**config.mk**
```make
export PLATFORM = sky130hd
export DESIGN_NAME = ooo_top
export DESIGN_NICKNAME = d
export VERILOG_FILES = /design/src/ooo_pkg.sv /design/src/ooo_ifs.sv /design/src/decode_rename.sv /design/src/prf.sv /design/src/alu_execute.sv /design/src/result_commit.sv /design/src/retirement_rat.sv /design/src/ooo_top.sv
export VERILOG_INCLUDE_DIRS = /design/src
export SDC_FILE = /design/constraint.sdc
export NUM_CORES = 2
export LEC_CHECK = 0
export ABC_AREA = 1
export BUFFER_PORTS_ARGS = -buffer_cell sky130_fd_sc_hd__buf_2
export CAP_MARGIN = 20
export CORE_MARGIN = 5
export CORE_UTILIZATION = 32
export CTS_CLUSTER_SIZE = 12
export DETAILED_ROUTE_END_ITERATION = 7
export PLACE_DENSITY = 0.48
export SYNTH_ARGS = -nofsm -noshare
export SYNTH_HDL_FRONTEND = slang
export SYNTH_SLANG_ARGS = --single-unit
```
**constraint.sdc**
```tcl
create_clock -name clock -period 4.9 [get_ports clock]
set_clock_uncertainty 0.2 [all_clocks]
set_input_delay 0.245 -clock clock [delete_from_list [all_inputs] [get_ports clock]]
set_output_delay 0.245 -clock clock [all_outputs]
set_load 0.03 [all_outputs]
```
**src/ooo_config.svh**
```systemverilog
`ifndef OOO_CONFIG_SVH
`define OOO_CONFIG_SVH

`define XLEN      16
`define AREG_LEN  3
`define AREG_NUM  8
`define PRF_LEN   5
`define PRF_SIZE  32
`define ROB_LEN   3
`define ROB_SIZE  8
`define INSTR_LEN 16

// opcode field, instr[15:13]
`define OP_ADD 3'd0
`define OP_SUB 3'd1
`define OP_AND 3'd2
`define OP_OR  3'd3
`define OP_XOR 3'd4
`define OP_LI  3'd5
`define OP_BNE 3'd6

`endif

```
**src/ooo_pkg.sv**
```systemverilog
`include "ooo_config.svh"

package ooo_pkg;

    typedef logic [`XLEN-1:0]      word_t;
    typedef logic [`AREG_LEN-1:0]  areg_t;
    typedef logic [`PRF_LEN-1:0]   preg_t;
    typedef logic [`ROB_LEN-1:0]   rob_idx_t;
    typedef logic [2:0]            opcode_t;
    typedef logic [`INSTR_LEN-1:0] instr_t;

    // one rename result, decode to reorder buffer
    typedef struct packed {
        logic  valid;
        areg_t areg;
        preg_t new_preg;
        preg_t prev_preg;
        logic  writes;
        word_t pc;
        word_t imm;     // sign-extended, kept for the branch target
    } alloc_t;

    // free queue slot after this one, slot 0 never used
    function automatic preg_t next_slot(preg_t slot);
        return (slot == preg_t'(`PRF_SIZE - 1)) ? preg_t'(1) : slot + preg_t'(1);
    endfunction

endpackage

```
**src/ooo_ifs.sv**
```systemverilog
`timescale 1ns/1ps
`include "ooo_config.svh"

////////////////////////////////////////
// decode to alu
////////////////////////////////////////
interface issue_if import ooo_pkg::*; ();
    logic     valid;
    opcode_t  op;
    preg_t    dest_preg;
    rob_idx_t rob_idx;
    word_t    opa;
    word_t    opb;
    word_t    imm;
    word_t    pc;

    modport src (output valid, op, dest_preg, rob_idx, opa, opb, imm, pc);
    modport dst (input  valid, op, dest_preg, rob_idx, opa, opb, imm, pc);
endinterface

interface cdb_if import ooo_pkg::*; ();
    logic     valid;
    preg_t    dest_preg;    // zero for bne
    rob_idx_t rob_idx;
    word_t    result;
    logic     taken;

    modport src      (output valid, dest_preg, rob_idx, result, taken);
    modport prf_sink (input  valid, dest_preg, result);
    modport rob_sink (input  valid, rob_idx, result, taken);
endinterface

////////////////////////////////////////
// retirement side
////////////////////////////////////////
interface commit_if import ooo_pkg::*; ();
    logic  valid;
    areg_t areg;
    preg_t new_preg;
    preg_t prev_preg;
    logic  writes;
    logic  mis_pred;

    modport src   (output valid, areg, new_preg, prev_preg, writes, mis_pred);
    modport prf   (input  valid, prev_preg, mis_pred);
    modport rrat  (input  valid, areg, new_preg, prev_preg, writes);
    modport flush (input  mis_pred);
endinterface

interface backup_if import ooo_pkg::*; ();
    logic [`PRF_SIZE-1:0]  free;
    logic [`PRF_SIZE-1:0]  valid;
    preg_t [`PRF_SIZE-1:0] queue;
    preg_t                 head;
    preg_t                 tail;
    preg_t [`AREG_NUM-1:0] map;

    modport src      (output free, valid, queue, head, tail, map);
    modport prf      (input  free, valid, queue, head, tail);
    modport map_sink (input  map);
endinterface

```
**src/decode_rename.sv**
```systemverilog
`timescale 1ns/1ps
`include "ooo_config.svh"

module decode_rename import ooo_pkg::*; (
    input  logic       clock,
    input  logic       reset,
    input  logic       instr_valid,
    input  instr_t     instr,
    input  word_t      pc,
    output logic       stall,
    output logic       prf_enable,
    output preg_t      opa_preg_idx,
    output preg_t      opb_preg_idx,
    input  preg_t      prf_free_preg_idx,
    input  logic       free_count_zero,
    input  logic       opa_ready,
    input  word_t      opa_value,
    input  logic       opb_ready,
    input  word_t      opb_value,
    output alloc_t     rob_alloc,
    input  logic       rob_full,
    issue_if.src       issue,
    commit_if.flush    commit,
    backup_if.map_sink backup
);

    preg_t [`AREG_NUM-1:0] map;     // speculative map, entry 0 stays 0
    opcode_t  op;
    areg_t    rd;
    areg_t    rs1;
    areg_t    rs2;
    word_t    imm;
    logic     is_li;
    logic     is_bne;
    logic     writes;
    logic     take;
    rob_idx_t next_rob;             // tracks the reorder buffer tail

    ////////////////////////////////////////
    // fields and lookup
    ////////////////////////////////////////
    assign op     = instr[15:13];
    assign rd     = instr[12:10];
    assign rs1    = instr[9:7];
    assign rs2    = instr[3:1];
    assign imm    = {{(`XLEN - 6){instr[5]}}, instr[5:0]};
    assign is_li  = (op == `OP_LI);
    assign is_bne = (op == `OP_BNE);
    assign writes = !is_bne && (rd != '0);

    // preg 0 is always ready, so unused operands point there
    assign opa_preg_idx = is_li ? '0 : map[rs1];
    assign opb_preg_idx = is_li ? '0 : (is_bne ? map[rd] : map[rs2]);

    assign stall = commit.mis_pred ||
                   (instr_valid && (!opa_ready || !opb_ready || rob_full ||
                                    (writes && free_count_zero)));
    assign take       = instr_valid && !stall;
    assign prf_enable = take && writes;

    always_comb begin
        rob_alloc.valid     = take;
        rob_alloc.areg      = writes ? rd : '0;
        rob_alloc.new_preg  = writes ? prf_free_preg_idx : '0;
        rob_alloc.prev_preg = writes ? map[rd] : '0;
        rob_alloc.writes    = writes;
        rob_alloc.pc        = pc;
        rob_alloc.imm       = imm;
    end

    always_ff @(posedge clock) begin
        if (reset) begin
            for (int i = 0; i < `AREG_NUM; i++) begin
                map[i] <= preg_t'(i);   // arch i starts in preg i
            end
        end else if (commit.mis_pred) begin
            map <= backup.map;
        end else if (prf_enable) begin
            map[rd] <= prf_free_preg_idx;
        end
    end

    ////////////////////////////////////////
    // issue register
    ////////////////////////////////////////
    always_ff @(posedge clock) begin
        if (reset) begin
            issue.valid <= 1'b0;
            next_rob    <= '0;
        end else begin
            issue.valid <= take;
            if (commit.mis_pred) begin
                next_rob <= '0;         // buffer empties too
            end else if (take) begin
                next_rob <= next_rob + 1'b1;
            end
        end
    end

    always_ff @(posedge clock) begin
        if (take) begin
            issue.op        <= op;
            issue.dest_preg <= rob_alloc.new_preg;
            issue.rob_idx   <= next_rob;
            issue.opa       <= opa_value;
            issue.opb       <= opb_value;
            issue.imm       <= imm;
            issue.pc        <= pc;
        end
    end

endmodule

```
**src/prf.sv**
```systemverilog
`timescale 1ns/1ps
`include "ooo_config.svh"

module prf import ooo_pkg::*; (
    input  logic      clock,
    input  logic      reset,
    input  preg_t     opa_preg_idx,
    input  preg_t     opb_preg_idx,
    input  logic      prf_enable,
    output preg_t     prf_free_preg_idx,
    output logic      opa_ready,
    output word_t     opa_value,
    output logic      opb_ready,
    output word_t     opb_value,
    output logic      free_count_zero,
    cdb_if.prf_sink   cdb,
    commit_if.prf     commit,
    backup_if.prf     backup
);

    word_t [`PRF_SIZE-1:0] prf_values;
    logic  [`PRF_SIZE-1:0] prf_free;
    logic  [`PRF_SIZE-1:0] prf_valid;
    preg_t [`PRF_SIZE-1:0] free_queue;
    preg_t                 queue_head;
    preg_t                 queue_tail;
    logic                  hit_a;
    logic                  hit_b;

    // bus bypass, preg 0 never written by the bus
    assign hit_a = cdb.valid && (cdb.dest_preg != '0) && (opa_preg_idx == cdb.dest_preg);
    assign hit_b = cdb.valid && (cdb.dest_preg != '0) && (opb_preg_idx == cdb.dest_preg);

    assign opa_value = hit_a ? cdb.result : prf_values[opa_preg_idx];
    assign opb_value = hit_b ? cdb.result : prf_values[opb_preg_idx];
    assign opa_ready = hit_a || prf_valid[opa_preg_idx];
    assign opb_ready = hit_b || prf_valid[opb_preg_idx];

    assign prf_free_preg_idx = free_queue[queue_head];
    assign free_count_zero   = ~|prf_free;

    always_ff @(posedge clock) begin
        if (reset) begin
            for (int i = 0; i < `PRF_SIZE; i++) begin
                prf_values[i] <= '0;
                prf_free[i]   <= (i >= `AREG_NUM);  // first pregs hold arch regs
                free_queue[i] <= preg_t'(i);
            end
            prf_valid  <= '1;
            queue_head <= preg_t'(`AREG_NUM);
            queue_tail <= preg_t'(1);
        end else if (commit.mis_pred) begin
            prf_free   <= backup.free;
            prf_valid  <= backup.valid;
            free_queue <= backup.queue;
            queue_head <= backup.head;
            queue_tail <= backup.tail;
        end else begin
            if (commit.valid && commit.prev_preg != '0) begin
                prf_valid[commit.prev_preg] <= 1'b0;   // old mapping released
                prf_free[commit.prev_preg]  <= 1'b1;
                free_queue[queue_tail]      <= commit.prev_preg;
                queue_tail                  <= next_slot(queue_tail);
            end
            if (prf_enable) begin
                prf_free[prf_free_preg_idx]  <= 1'b0;
                prf_valid[prf_free_preg_idx] <= 1'b0;  // not ready until written
                queue_head                   <= next_slot(queue_head);
            end
            if (cdb.valid && cdb.dest_preg != '0) begin
                prf_values[cdb.dest_preg] <= cdb.result;
                prf_valid[cdb.dest_preg]  <= 1'b1;
            end
        end
    end

endmodule

```
**src/alu_execute.sv**
```systemverilog
`timescale 1ns/1ps
`include "ooo_config.svh"

module alu_execute import ooo_pkg::*; (
    input  logic    clock,
    input  logic    reset,
    issue_if.dst    issue,
    cdb_if.src      cdb,
    commit_if.flush commit
);

    word_t    result;
    logic     taken;
    logic     s1_valid;
    preg_t    s1_dest;
    rob_idx_t s1_rob;
    word_t    s1_result;
    logic     s1_taken;

    always_comb begin
        result = '0;
        taken  = 1'b0;
        case (issue.op)
            `OP_ADD: result = issue.opa + issue.opb;
            `OP_SUB: result = issue.opa - issue.opb;
            `OP_AND: result = issue.opa & issue.opb;
            `OP_OR:  result = issue.opa | issue.opb;
            `OP_XOR: result = issue.opa ^ issue.opb;
            `OP_LI:  result = issue.imm;
            `OP_BNE: taken  = (issue.opa != issue.opb);
            default: result = '0;
        endcase
    end

    // valids, both stages dropped on a flush
    always_ff @(posedge clock) begin
        if (reset || commit.mis_pred) begin
            s1_valid  <= 1'b0;
            cdb.valid <= 1'b0;
        end else begin
            s1_valid  <= issue.valid;
            cdb.valid <= s1_valid;
        end
    end

    always_ff @(posedge clock) begin
        s1_dest       <= issue.dest_preg;
        s1_rob        <= issue.rob_idx;
        s1_result     <= result;
        s1_taken      <= taken;
        cdb.dest_preg <= s1_dest;   // stage two drives the bus
        cdb.rob_idx   <= s1_rob;
        cdb.result    <= s1_result;
        cdb.taken     <= s1_taken;
    end

endmodule

```
**src/result_commit.sv**
```systemverilog
`timescale 1ns/1ps
`include "ooo_config.svh"

module result_commit import ooo_pkg::*; (
    input  logic    clock,
    input  logic    reset,
    input  alloc_t  rob_alloc,
    output logic    rob_full,
    cdb_if.rob_sink cdb,
    commit_if.src   commit,
    output word_t   commit_value,
    output word_t   commit_pc,
    output logic    redirect,
    output word_t   redirect_pc
);

    alloc_t               entry [`ROB_SIZE];
    word_t                result [`ROB_SIZE];
    logic                 taken [`ROB_SIZE];
    logic [`ROB_SIZE-1:0] done;
    rob_idx_t             head;
    rob_idx_t             tail;
    logic [`ROB_LEN:0]    count;
    logic                 retire;

    assign rob_full = (count == `ROB_SIZE);
    assign retire   = (count != '0) && done[head];

    ////////////////////////////////////////
    // head of buffer
    ////////////////////////////////////////
    assign commit.valid     = retire;
    assign commit.areg      = entry[head].areg;
    assign commit.new_preg  = entry[head].new_preg;
    assign commit.prev_preg = entry[head].prev_preg;
    assign commit.writes    = entry[head].writes;
    assign commit.mis_pred  = retire && taken[head];   // predicted not-taken

    assign commit_value = entry[head].writes ? result[head] : '0;
    assign commit_pc    = entry[head].pc;
    assign redirect     = commit.mis_pred;
    assign redirect_pc  = entry[head].pc + entry[head].imm;

    always_ff @(posedge clock) begin
        if (reset || commit.mis_pred) begin
            head  <= '0;
            tail  <= '0;
            count <= '0;
            done  <= '0;
        end else begin
            if (rob_alloc.valid) begin
                done[tail] <= 1'b0;
                tail       <= tail + 1'b1;
            end
            if (cdb.valid) begin
                done[cdb.rob_idx] <= 1'b1;
            end
            if (retire) begin
                head <= head + 1'b1;
            end
            count <= count + rob_alloc.valid - retire;
        end
    end

    always_ff @(posedge clock) begin
        if (rob_alloc.valid) begin
            entry[tail] <= rob_alloc;
        end
        if (cdb.valid) begin
            result[cdb.rob_idx] <= cdb.result;
            taken[cdb.rob_idx]  <= cdb.taken;
        end
    end

endmodule

```
**src/retirement_rat.sv**
```systemverilog
`timescale 1ns/1ps
`include "ooo_config.svh"

module retirement_rat import ooo_pkg::*; (
    input  logic   clock,
    input  logic   reset,
    commit_if.rrat commit,
    backup_if.src  backup
);

    ////////////////////////////////////////
    // retired copy of rename state
    ////////////////////////////////////////
    always_ff @(posedge clock) begin
        if (reset) begin
            for (int i = 0; i < `AREG_NUM; i++) begin
                backup.map[i] <= preg_t'(i);
            end
            for (int i = 0; i < `PRF_SIZE; i++) begin
                backup.free[i]  <= (i >= `AREG_NUM);
                backup.queue[i] <= preg_t'(i);
            end
            backup.valid <= '1;
            backup.head  <= preg_t'(`AREG_NUM);
            backup.tail  <= preg_t'(1);
        end else if (commit.valid && commit.writes) begin
            backup.map[commit.areg] <= commit.new_preg;

            // dispatch side, replayed at retirement
            backup.free[commit.new_preg]  <= 1'b0;
            backup.valid[commit.new_preg] <= 1'b1;   // it retired, so it was written
            backup.head                   <= next_slot(backup.head);

            // commit side
            backup.free[commit.prev_preg]  <= 1'b1;
            backup.valid[commit.prev_preg] <= 1'b0;
            backup.queue[backup.tail]      <= commit.prev_preg;
            backup.tail                    <= next_slot(backup.tail);
        end
    end

endmodule

```
**src/ooo_top.sv**
```systemverilog
`timescale 1ns/1ps
`include "ooo_config.svh"

module ooo_top import ooo_pkg::*; (
    input  logic   clock,
    input  logic   reset,
    input  logic   instr_valid,
    input  instr_t instr,
    input  word_t  pc,
    output logic   stall,
    output logic   redirect,
    output word_t  redirect_pc,
    output logic   commit_valid,
    output areg_t  commit_areg,
    output word_t  commit_value,
    output word_t  commit_pc
);

    preg_t  opa_preg_idx;
    preg_t  opb_preg_idx;
    preg_t  prf_free_preg_idx;
    logic   prf_enable;
    logic   opa_ready;
    logic   opb_ready;
    word_t  opa_value;
    word_t  opb_value;
    logic   free_count_zero;
    alloc_t rob_alloc;
    logic   rob_full;

    issue_if  issue ();
    cdb_if    cdb ();
    commit_if commit ();
    backup_if backup ();

    assign commit_valid = commit.valid;
    assign commit_areg  = commit.areg;

    decode_rename u_decode (
        .clock, .reset, .instr_valid, .instr, .pc, .stall,
        .prf_enable, .opa_preg_idx, .opb_preg_idx, .prf_free_preg_idx,
        .free_count_zero, .opa_ready, .opa_value, .opb_ready, .opb_value,
        .rob_alloc, .rob_full,
        .issue (issue.src), .commit (commit.flush), .backup (backup.map_sink)
    );

    prf u_prf (
        .clock, .reset, .opa_preg_idx, .opb_preg_idx, .prf_enable,
        .prf_free_preg_idx, .opa_ready, .opa_value, .opb_ready, .opb_value,
        .free_count_zero,
        .cdb (cdb.prf_sink), .commit (commit.prf), .backup (backup.prf)
    );

    alu_execute u_alu (
        .clock, .reset,
        .issue (issue.dst), .cdb (cdb.src), .commit (commit.flush)
    );

    result_commit u_rob (
        .clock, .reset, .rob_alloc, .rob_full,
        .cdb (cdb.rob_sink), .commit (commit.src),
        .commit_value, .commit_pc, .redirect, .redirect_pc
    );

    retirement_rat u_rrat (
        .clock, .reset, .commit (commit.rrat), .backup (backup.src)
    );

endmodule

```
# Word level (Yosys, flattened, before mapping)
# Memory sizes are Yosys's and may differ from the RTL's. A register that Yosys moved wholly into a read port is not among the register bits.
# Index checks and enable logic that the tools add are counted.
[word_totals] output_inout_bits=54 memories=3 inputBits=35 word_cells=355 regBits=1183 ram_bits=512
[memory_table] memory="u_rob.entry" depth=8 word_bits=47 read_ports=1 rd_clocked_by_memory_dff=1 wr=1 line_no="result_commit.sv:17" text="alloc_t entry [`ROB_SIZE];"
[memory_table] memory="u_rob.result" depth=8 word_bits=16 read_ports=1 rd_clocked_by_memory_dff=1 wr=1 line_no="result_commit.sv:18" text="word_t result [`ROB_SIZE];"
[memory_table] memory="u_rob.taken" depth=8 word_bits=1 read_ports=1 rd_clocked_by_memory_dff=1 wr=1 line_no="result_commit.sv:19" text="logic taken [`ROB_SIZE];"
[op_classes] n_bitwise=19 n_addsub=12 order_cmp=26 mux=93 reduce_logical=44 n_eq_ne=16
[op_table] op="bitwise mux 512 bit" count=1
[op_table] op="2-to-1 mux 32 bit" count=13
[op_table] op="bitwise mux 160 bit" count=2
[op_table] op="2-to-1 mux 160 bit" count=2
[op_table] op="bitwise AND 32 bit" count=5
[op_table] op="binary-select mux 16 bit (select 5 bit)" count=2
[op_table] op="bitwise OR 32 bit" count=4
[op_table] op="2-to-1 mux 5 bit" count=21
[op_table] op="2-to-1 mux 16 bit" count=6
[op_table] op="NOT 32 bit" count=3
[op_table] op="one-hot mux 16 bit (6 select lines)" count=1
[op_table] op="bitwise mux 40 bit" count=2
[op_table] op="demux 16 bit (select 5 bit)" count=1
[op_table] op="2-to-1 mux 40 bit" count=2
[op_table] op="< comparator 5 x 6 -> 1 bit (second input constant)" count=9
[op_table] op="demux 5 bit (select 5 bit)" count=2
[op_table] op="binary-select mux 5 bit (select 3 bit)" count=3
[op_table] op="adder 16 bit" count=2
[op_table] op="OR reduction 32 bit" count=1
[op_table] op="demux 5 bit (select 3 bit)" count=2
[op_table] op="greater-or-equal comparator 5 x 1 -> 1 bit (second input constant)" count=6
[op_table] op="< comparator 3 x 4 -> 1 bit (second input constant)" count=7
[op_table] op="binary-select mux 5 bit (select 5 bit)" count=1
[op_table] op="2-to-1 mux 8 bit" count=3
[op_table] op="36 further kinds" count=109

# Depth between registers and ports, before layout
[logic_depth] word_depth=22 depth_mapped=29 mapped_depth_nobuf=22

# Hierarchy
# A second synthesis with hierarchy kept.
[hier_totals] hier_cells=10197 hier_area_um2=80528.5
[by_module_without_submodules] module="prf" instances=1 cells_each=5883 area_each_um2=39435.3 seq_area_each_um2=14934.3
[by_module_without_submodules] module="result_commit" instances=1 cells_each=1805 area_each_um2=21645.8 seq_area_each_um2=15554.9
[by_module_without_submodules] module="retirement_rat" instances=1 cells_each=1270 area_each_um2=10023.4 seq_area_each_um2=5485.3
[by_module_without_submodules] module="decode_rename" instances=1 cells_each=675 area_each_um2=5545.3 seq_area_each_um2=2832.7
[by_module_without_submodules] module="alu_execute" instances=1 cells_each=564 area_each_um2=3878.7 seq_area_each_um2=1041.0

# Worst setup path after synthesis
# No wires, ideal clock.
[synth_timing] kind="register to output" from="reg with a tool-made name" to="out redirect_pc[14]" path_slack_ps=-882 t_arrival_ps=5337 stages_incl_launch_ff=28 required_time_ps=4455 path_buffers=7 path_cell_list="dfxtp_1 > inv_2 > buf_2 > buf_4 > buf_2 > clkbuf_1 > clkbuf_1 > buf_2 > clkbuf_1 > nor2_1 > o22ai_1 > nor2_1 > a31oi_1 > ha_1 > inv_1 > fa_1 > o21ai_0 > a21o_1 > a21oi_1 > o21ai_0 > nand2_1 > nand2_1 > a21oi_1 > o21ai_0 > a21oi_1 > nor2_1 > nor2_1 > xor2_1"
[synth_lines] element="end: declaration" line_no="ooo_top.sv:12" text="output word_t redirect_pc,"

==> flow_summary.yaml <==
cells_and_area:
  instances_no_fill: 12810
  final_area_um2: 87380
  nNetsFinal: 9628
  syn_to_final_growth_pct: 15.28
  utilization_pct: 37.12
  drive_gt1_share_pct: 8.560
grt:
  grt_pass1_wl_um: 406400
  antenna_found_initial: 6
  grt_max_degree: 189
  grt_pass1_vias: 64880
  grtUsageTotal_pct: 21.04
  globalRoute.totalOverflow: 0
die:
  num_io_pins: 89
  rows: 178
  start_util_pct: 32.20
  die_h_um: 496.7
  die_x_um: 496.7
  core_area_um2: 235400
  die-area_um2: 246700
yosys:
  synthFlopType: "dfxtp_1"
  ys_warn_count: 0
  async_flop_share_pct: 0
  synth_top_area_share_pct: 30.03
  syn-num-nets: 9746
  synth_edf_count: 473
  seq_area_frac_synth_pct: 48.77
  synth.distinct_cells: 59
  netlist_area_um2: 75800
  postSynthCellCount: 9622
  yosys-top-cells-area: "dfxtp_1, edfxtp_1, o21ai_0, a21oi_1, nand2_1"
  ys_ff_latch: 1610
  synth_top_cell_by_area: "dfxtp_1"
  syn_avg_cell_area_um2: 7.878
clock_network:
  path_clk_slew_ps: 60
  h-tree-depth: 4
  clock_path_buffers: 3
  cts-root-buf: "clkbuf_16"
  cts_tree: "yes"
  cts_buffers: 183
  cts_sinks: 1610
  clkLatencyLatePin_ps: 860
critical_path:
  cp_slowest_cell: "dfxtp_4"
  end_kind: "output port"
  crit_chain: "buf_12 -> inv_16 -> nor2_1 -> o22ai_1 -> nor2_1 -> a31oi_4 -> ha_2 -> inv_1 -> fa_2 -> o21ai_2 -> a21o_1 -> a21oi_2 -> o21ai_2 -> nand2_1 -> nand2_1 -> a21oi_2 -> o21ai_2 -> a21oi_1 -> nor2_1 -> nor2_1 -> xor2_2 -> buf_4"
  ff2ff_path_depth: 17
  worstPathRequired_ps: 4450
  path_buf_inv: 4
  worstReg2RegEnd: "u_prf.free_queue[38]"
  cp-start-kind: "register"
  reg2reg_slack_ps: 900
  slowest_delay_ps: 380
  path_class: "register to output port"
  cpMostUsedCell: "nor2_1"
  cp.arrival_ps: 4220
  path_delay_family: "compound AO/OA/AOI/OAI gates"
  crit_path_max_fanout: 15
place:
  gp_congestion: 0.8665
  place_area_um2: 80440
  dpl.hpwl_um: 165600
  place_inst: 12410
  io_buffers: 87
timing:
  slew-limit-headroom_pct: 24.26
  slew_violations: 0
  final_hold_viol_count: 0
  max_clock_freq_ghz: 0.2144
  period_needed_ps: 4664
  rsz0062_at_grt: "yes"
  fin_crit_sh_pct: 95.19
  final.setup.tns_ps: 0
  max_slew.worst_pin.slew_ps: 1135
  setup_viol: 0
detailed_routing:
  vias: 68820
  drc: 0
  viasPerCell: 5.370
  drt_iter0_drc: 6216
  totalWireLength_um: 268400
  firstDrtPassIters: 7
  antenna_left: 0
  post_drt_wl_per_cell_um: 20.94
power:
  p_leak_nw: 33.28
  peakVddDrop_uv: 328.1
  total_power_w: 0.03488
  powerDensity_nw_per_um2: 399.2
min_path:
  hold_path_class: "input port to register"
  holdPathStages: 2
  hp-start: "pc[14]"
  hold_end: "u_rob.entry[1][30]"
flow_run:
  max_cap_violations: 0
run_status:
  status: "finished, final reports clean"
timing repair:
item,in CTS,in global routing
endpoints found under the setup margin,4,4
cloned,5,1
pin swaps,4,4
resized for setup,24,14
hold buffers,46,0
endpoints found under the hold margin,364,0
buffers inserted,7,4
stage by stage:
stage | hold WS, ps | setup slack, ps
finish | 66.12 | 235.6
global route | 37.80 | -60.81
CTS | 2.995 | 12.67
detailed placement | 112.1 | 463.1
global placement | 109.9 | 429.3
floorplan | 109.6 | -71.78
worst max-delay path by stage:
stage,from,to,cells after the start
floorplan,register,redirect_pc[14],27
global route,register,redirect_pc[14],22
CTS,register,redirect_pc[15],23
global placement,register,redirect_pc[15],23
finish,register,redirect_pc[14],22
detailed placement,register,redirect_pc[15],23
cell usage in the layout (no fill, tap or decap), types with 38 or more instances in the layout:
cell / instances
o221ai_1: 105
a31oi_1: 101
nor2_2: 38
a21oi_1: 1027
clkbuf_1: 54
o22ai_1: 108
nand3_1: 530
clkbuf_16: 185
buf_2: 84
nand2_1: 1263
o311ai_0: 119
dlygate4sd3_1: 46
buf_4: 264
edfxtp_1: 473
buf_12: 52
o211ai_1: 266
nor2_1: 842
dfxtp_1: 1134
o21ai_0: 1691
ha_1: 83
nand4_1: 54
a211oi_1: 46
inv_1: 732
layer usage:
metal	routed length (um)	global-route usage, %
met5	0	0
met4	6496	5.691
met3	15640	3.238
met2	123100	34.43
met1	123100	28.95
power by group:
part / switching [W] / internal [W]
Clock: 0.00582 / 0.00807
Sequential: 0.000238 / 0.0143
Combinational: 0.00478 / 0.00171
registers in the layout (all words and copies together) (netlist names), 40 cells and up, named ones only:
signal,count
u_prf.free_queue,160
u_rrat.backup.map,40
u_rob.entry,288
u_prf.prf_values,512
u_decode.map,40
u_rrat.backup.queue,160
u_rob.result,128
cell type report:
class | count | area, um2
inverters | 758 | 2903
fillers | 24230 | 148000
well taps | 3150 | 3941
multi-input cells | 6492 | 33300
diodes | 3 | 7.507
clock buffers | 267 | 5218
clock inverters | 75 | 889.6
flip-flops and latches | 1610 | 36970
repair inverters | 3 | 26.28
repair buffers | 456 | 4119
cell usage after synthesis, types with 23 or more instances:
library cell / n
ha_1: 85
a31oi_1: 108
o21ai_1: 31
nand4_1: 54
nand3_1: 534
edfxtp_1: 473
o311ai_0: 119
o21ai_0: 1701
inv_1: 736
o22ai_1: 108
buf_2: 61
nand2_1: 1263
o221ai_1: 105
nor2_1: 888
clkbuf_1: 639
a211oi_1: 46
a22oi_1: 23
buf_1: 40
a21oi_1: 1029
dfxtp_1: 1137
o211ai_1: 266
worst register-to-register path: stages (launching register included):
cell,delay [ps]
dfxtp_4,380
buf_4,170
inv_6,230
buf_4,510
o21ai_0,190
o22ai_1,140
inv_1,90
o21ai_4,360
nor2_1,80
inv_1,60
buf_4,210
nor2_1,120
nor2_4,130
buf_12,310
a21oi_1,290
inv_1,160
o21ai_0,90
a31oi_1,190
kinds of logic after synthesis:
group	count (synthesis)	synth area share [%]
flip-flops	1610	48.77
AND/OR/NAND/NOR	2806	15.32
buffers and inverters	1520	7.781
adder cells (fa/ha/maj)	89	1.509
XOR/XNOR	25	0.2889
AO/OA/AOI/OAI	3572	26.34
Power figures use the tool's default switching activity.
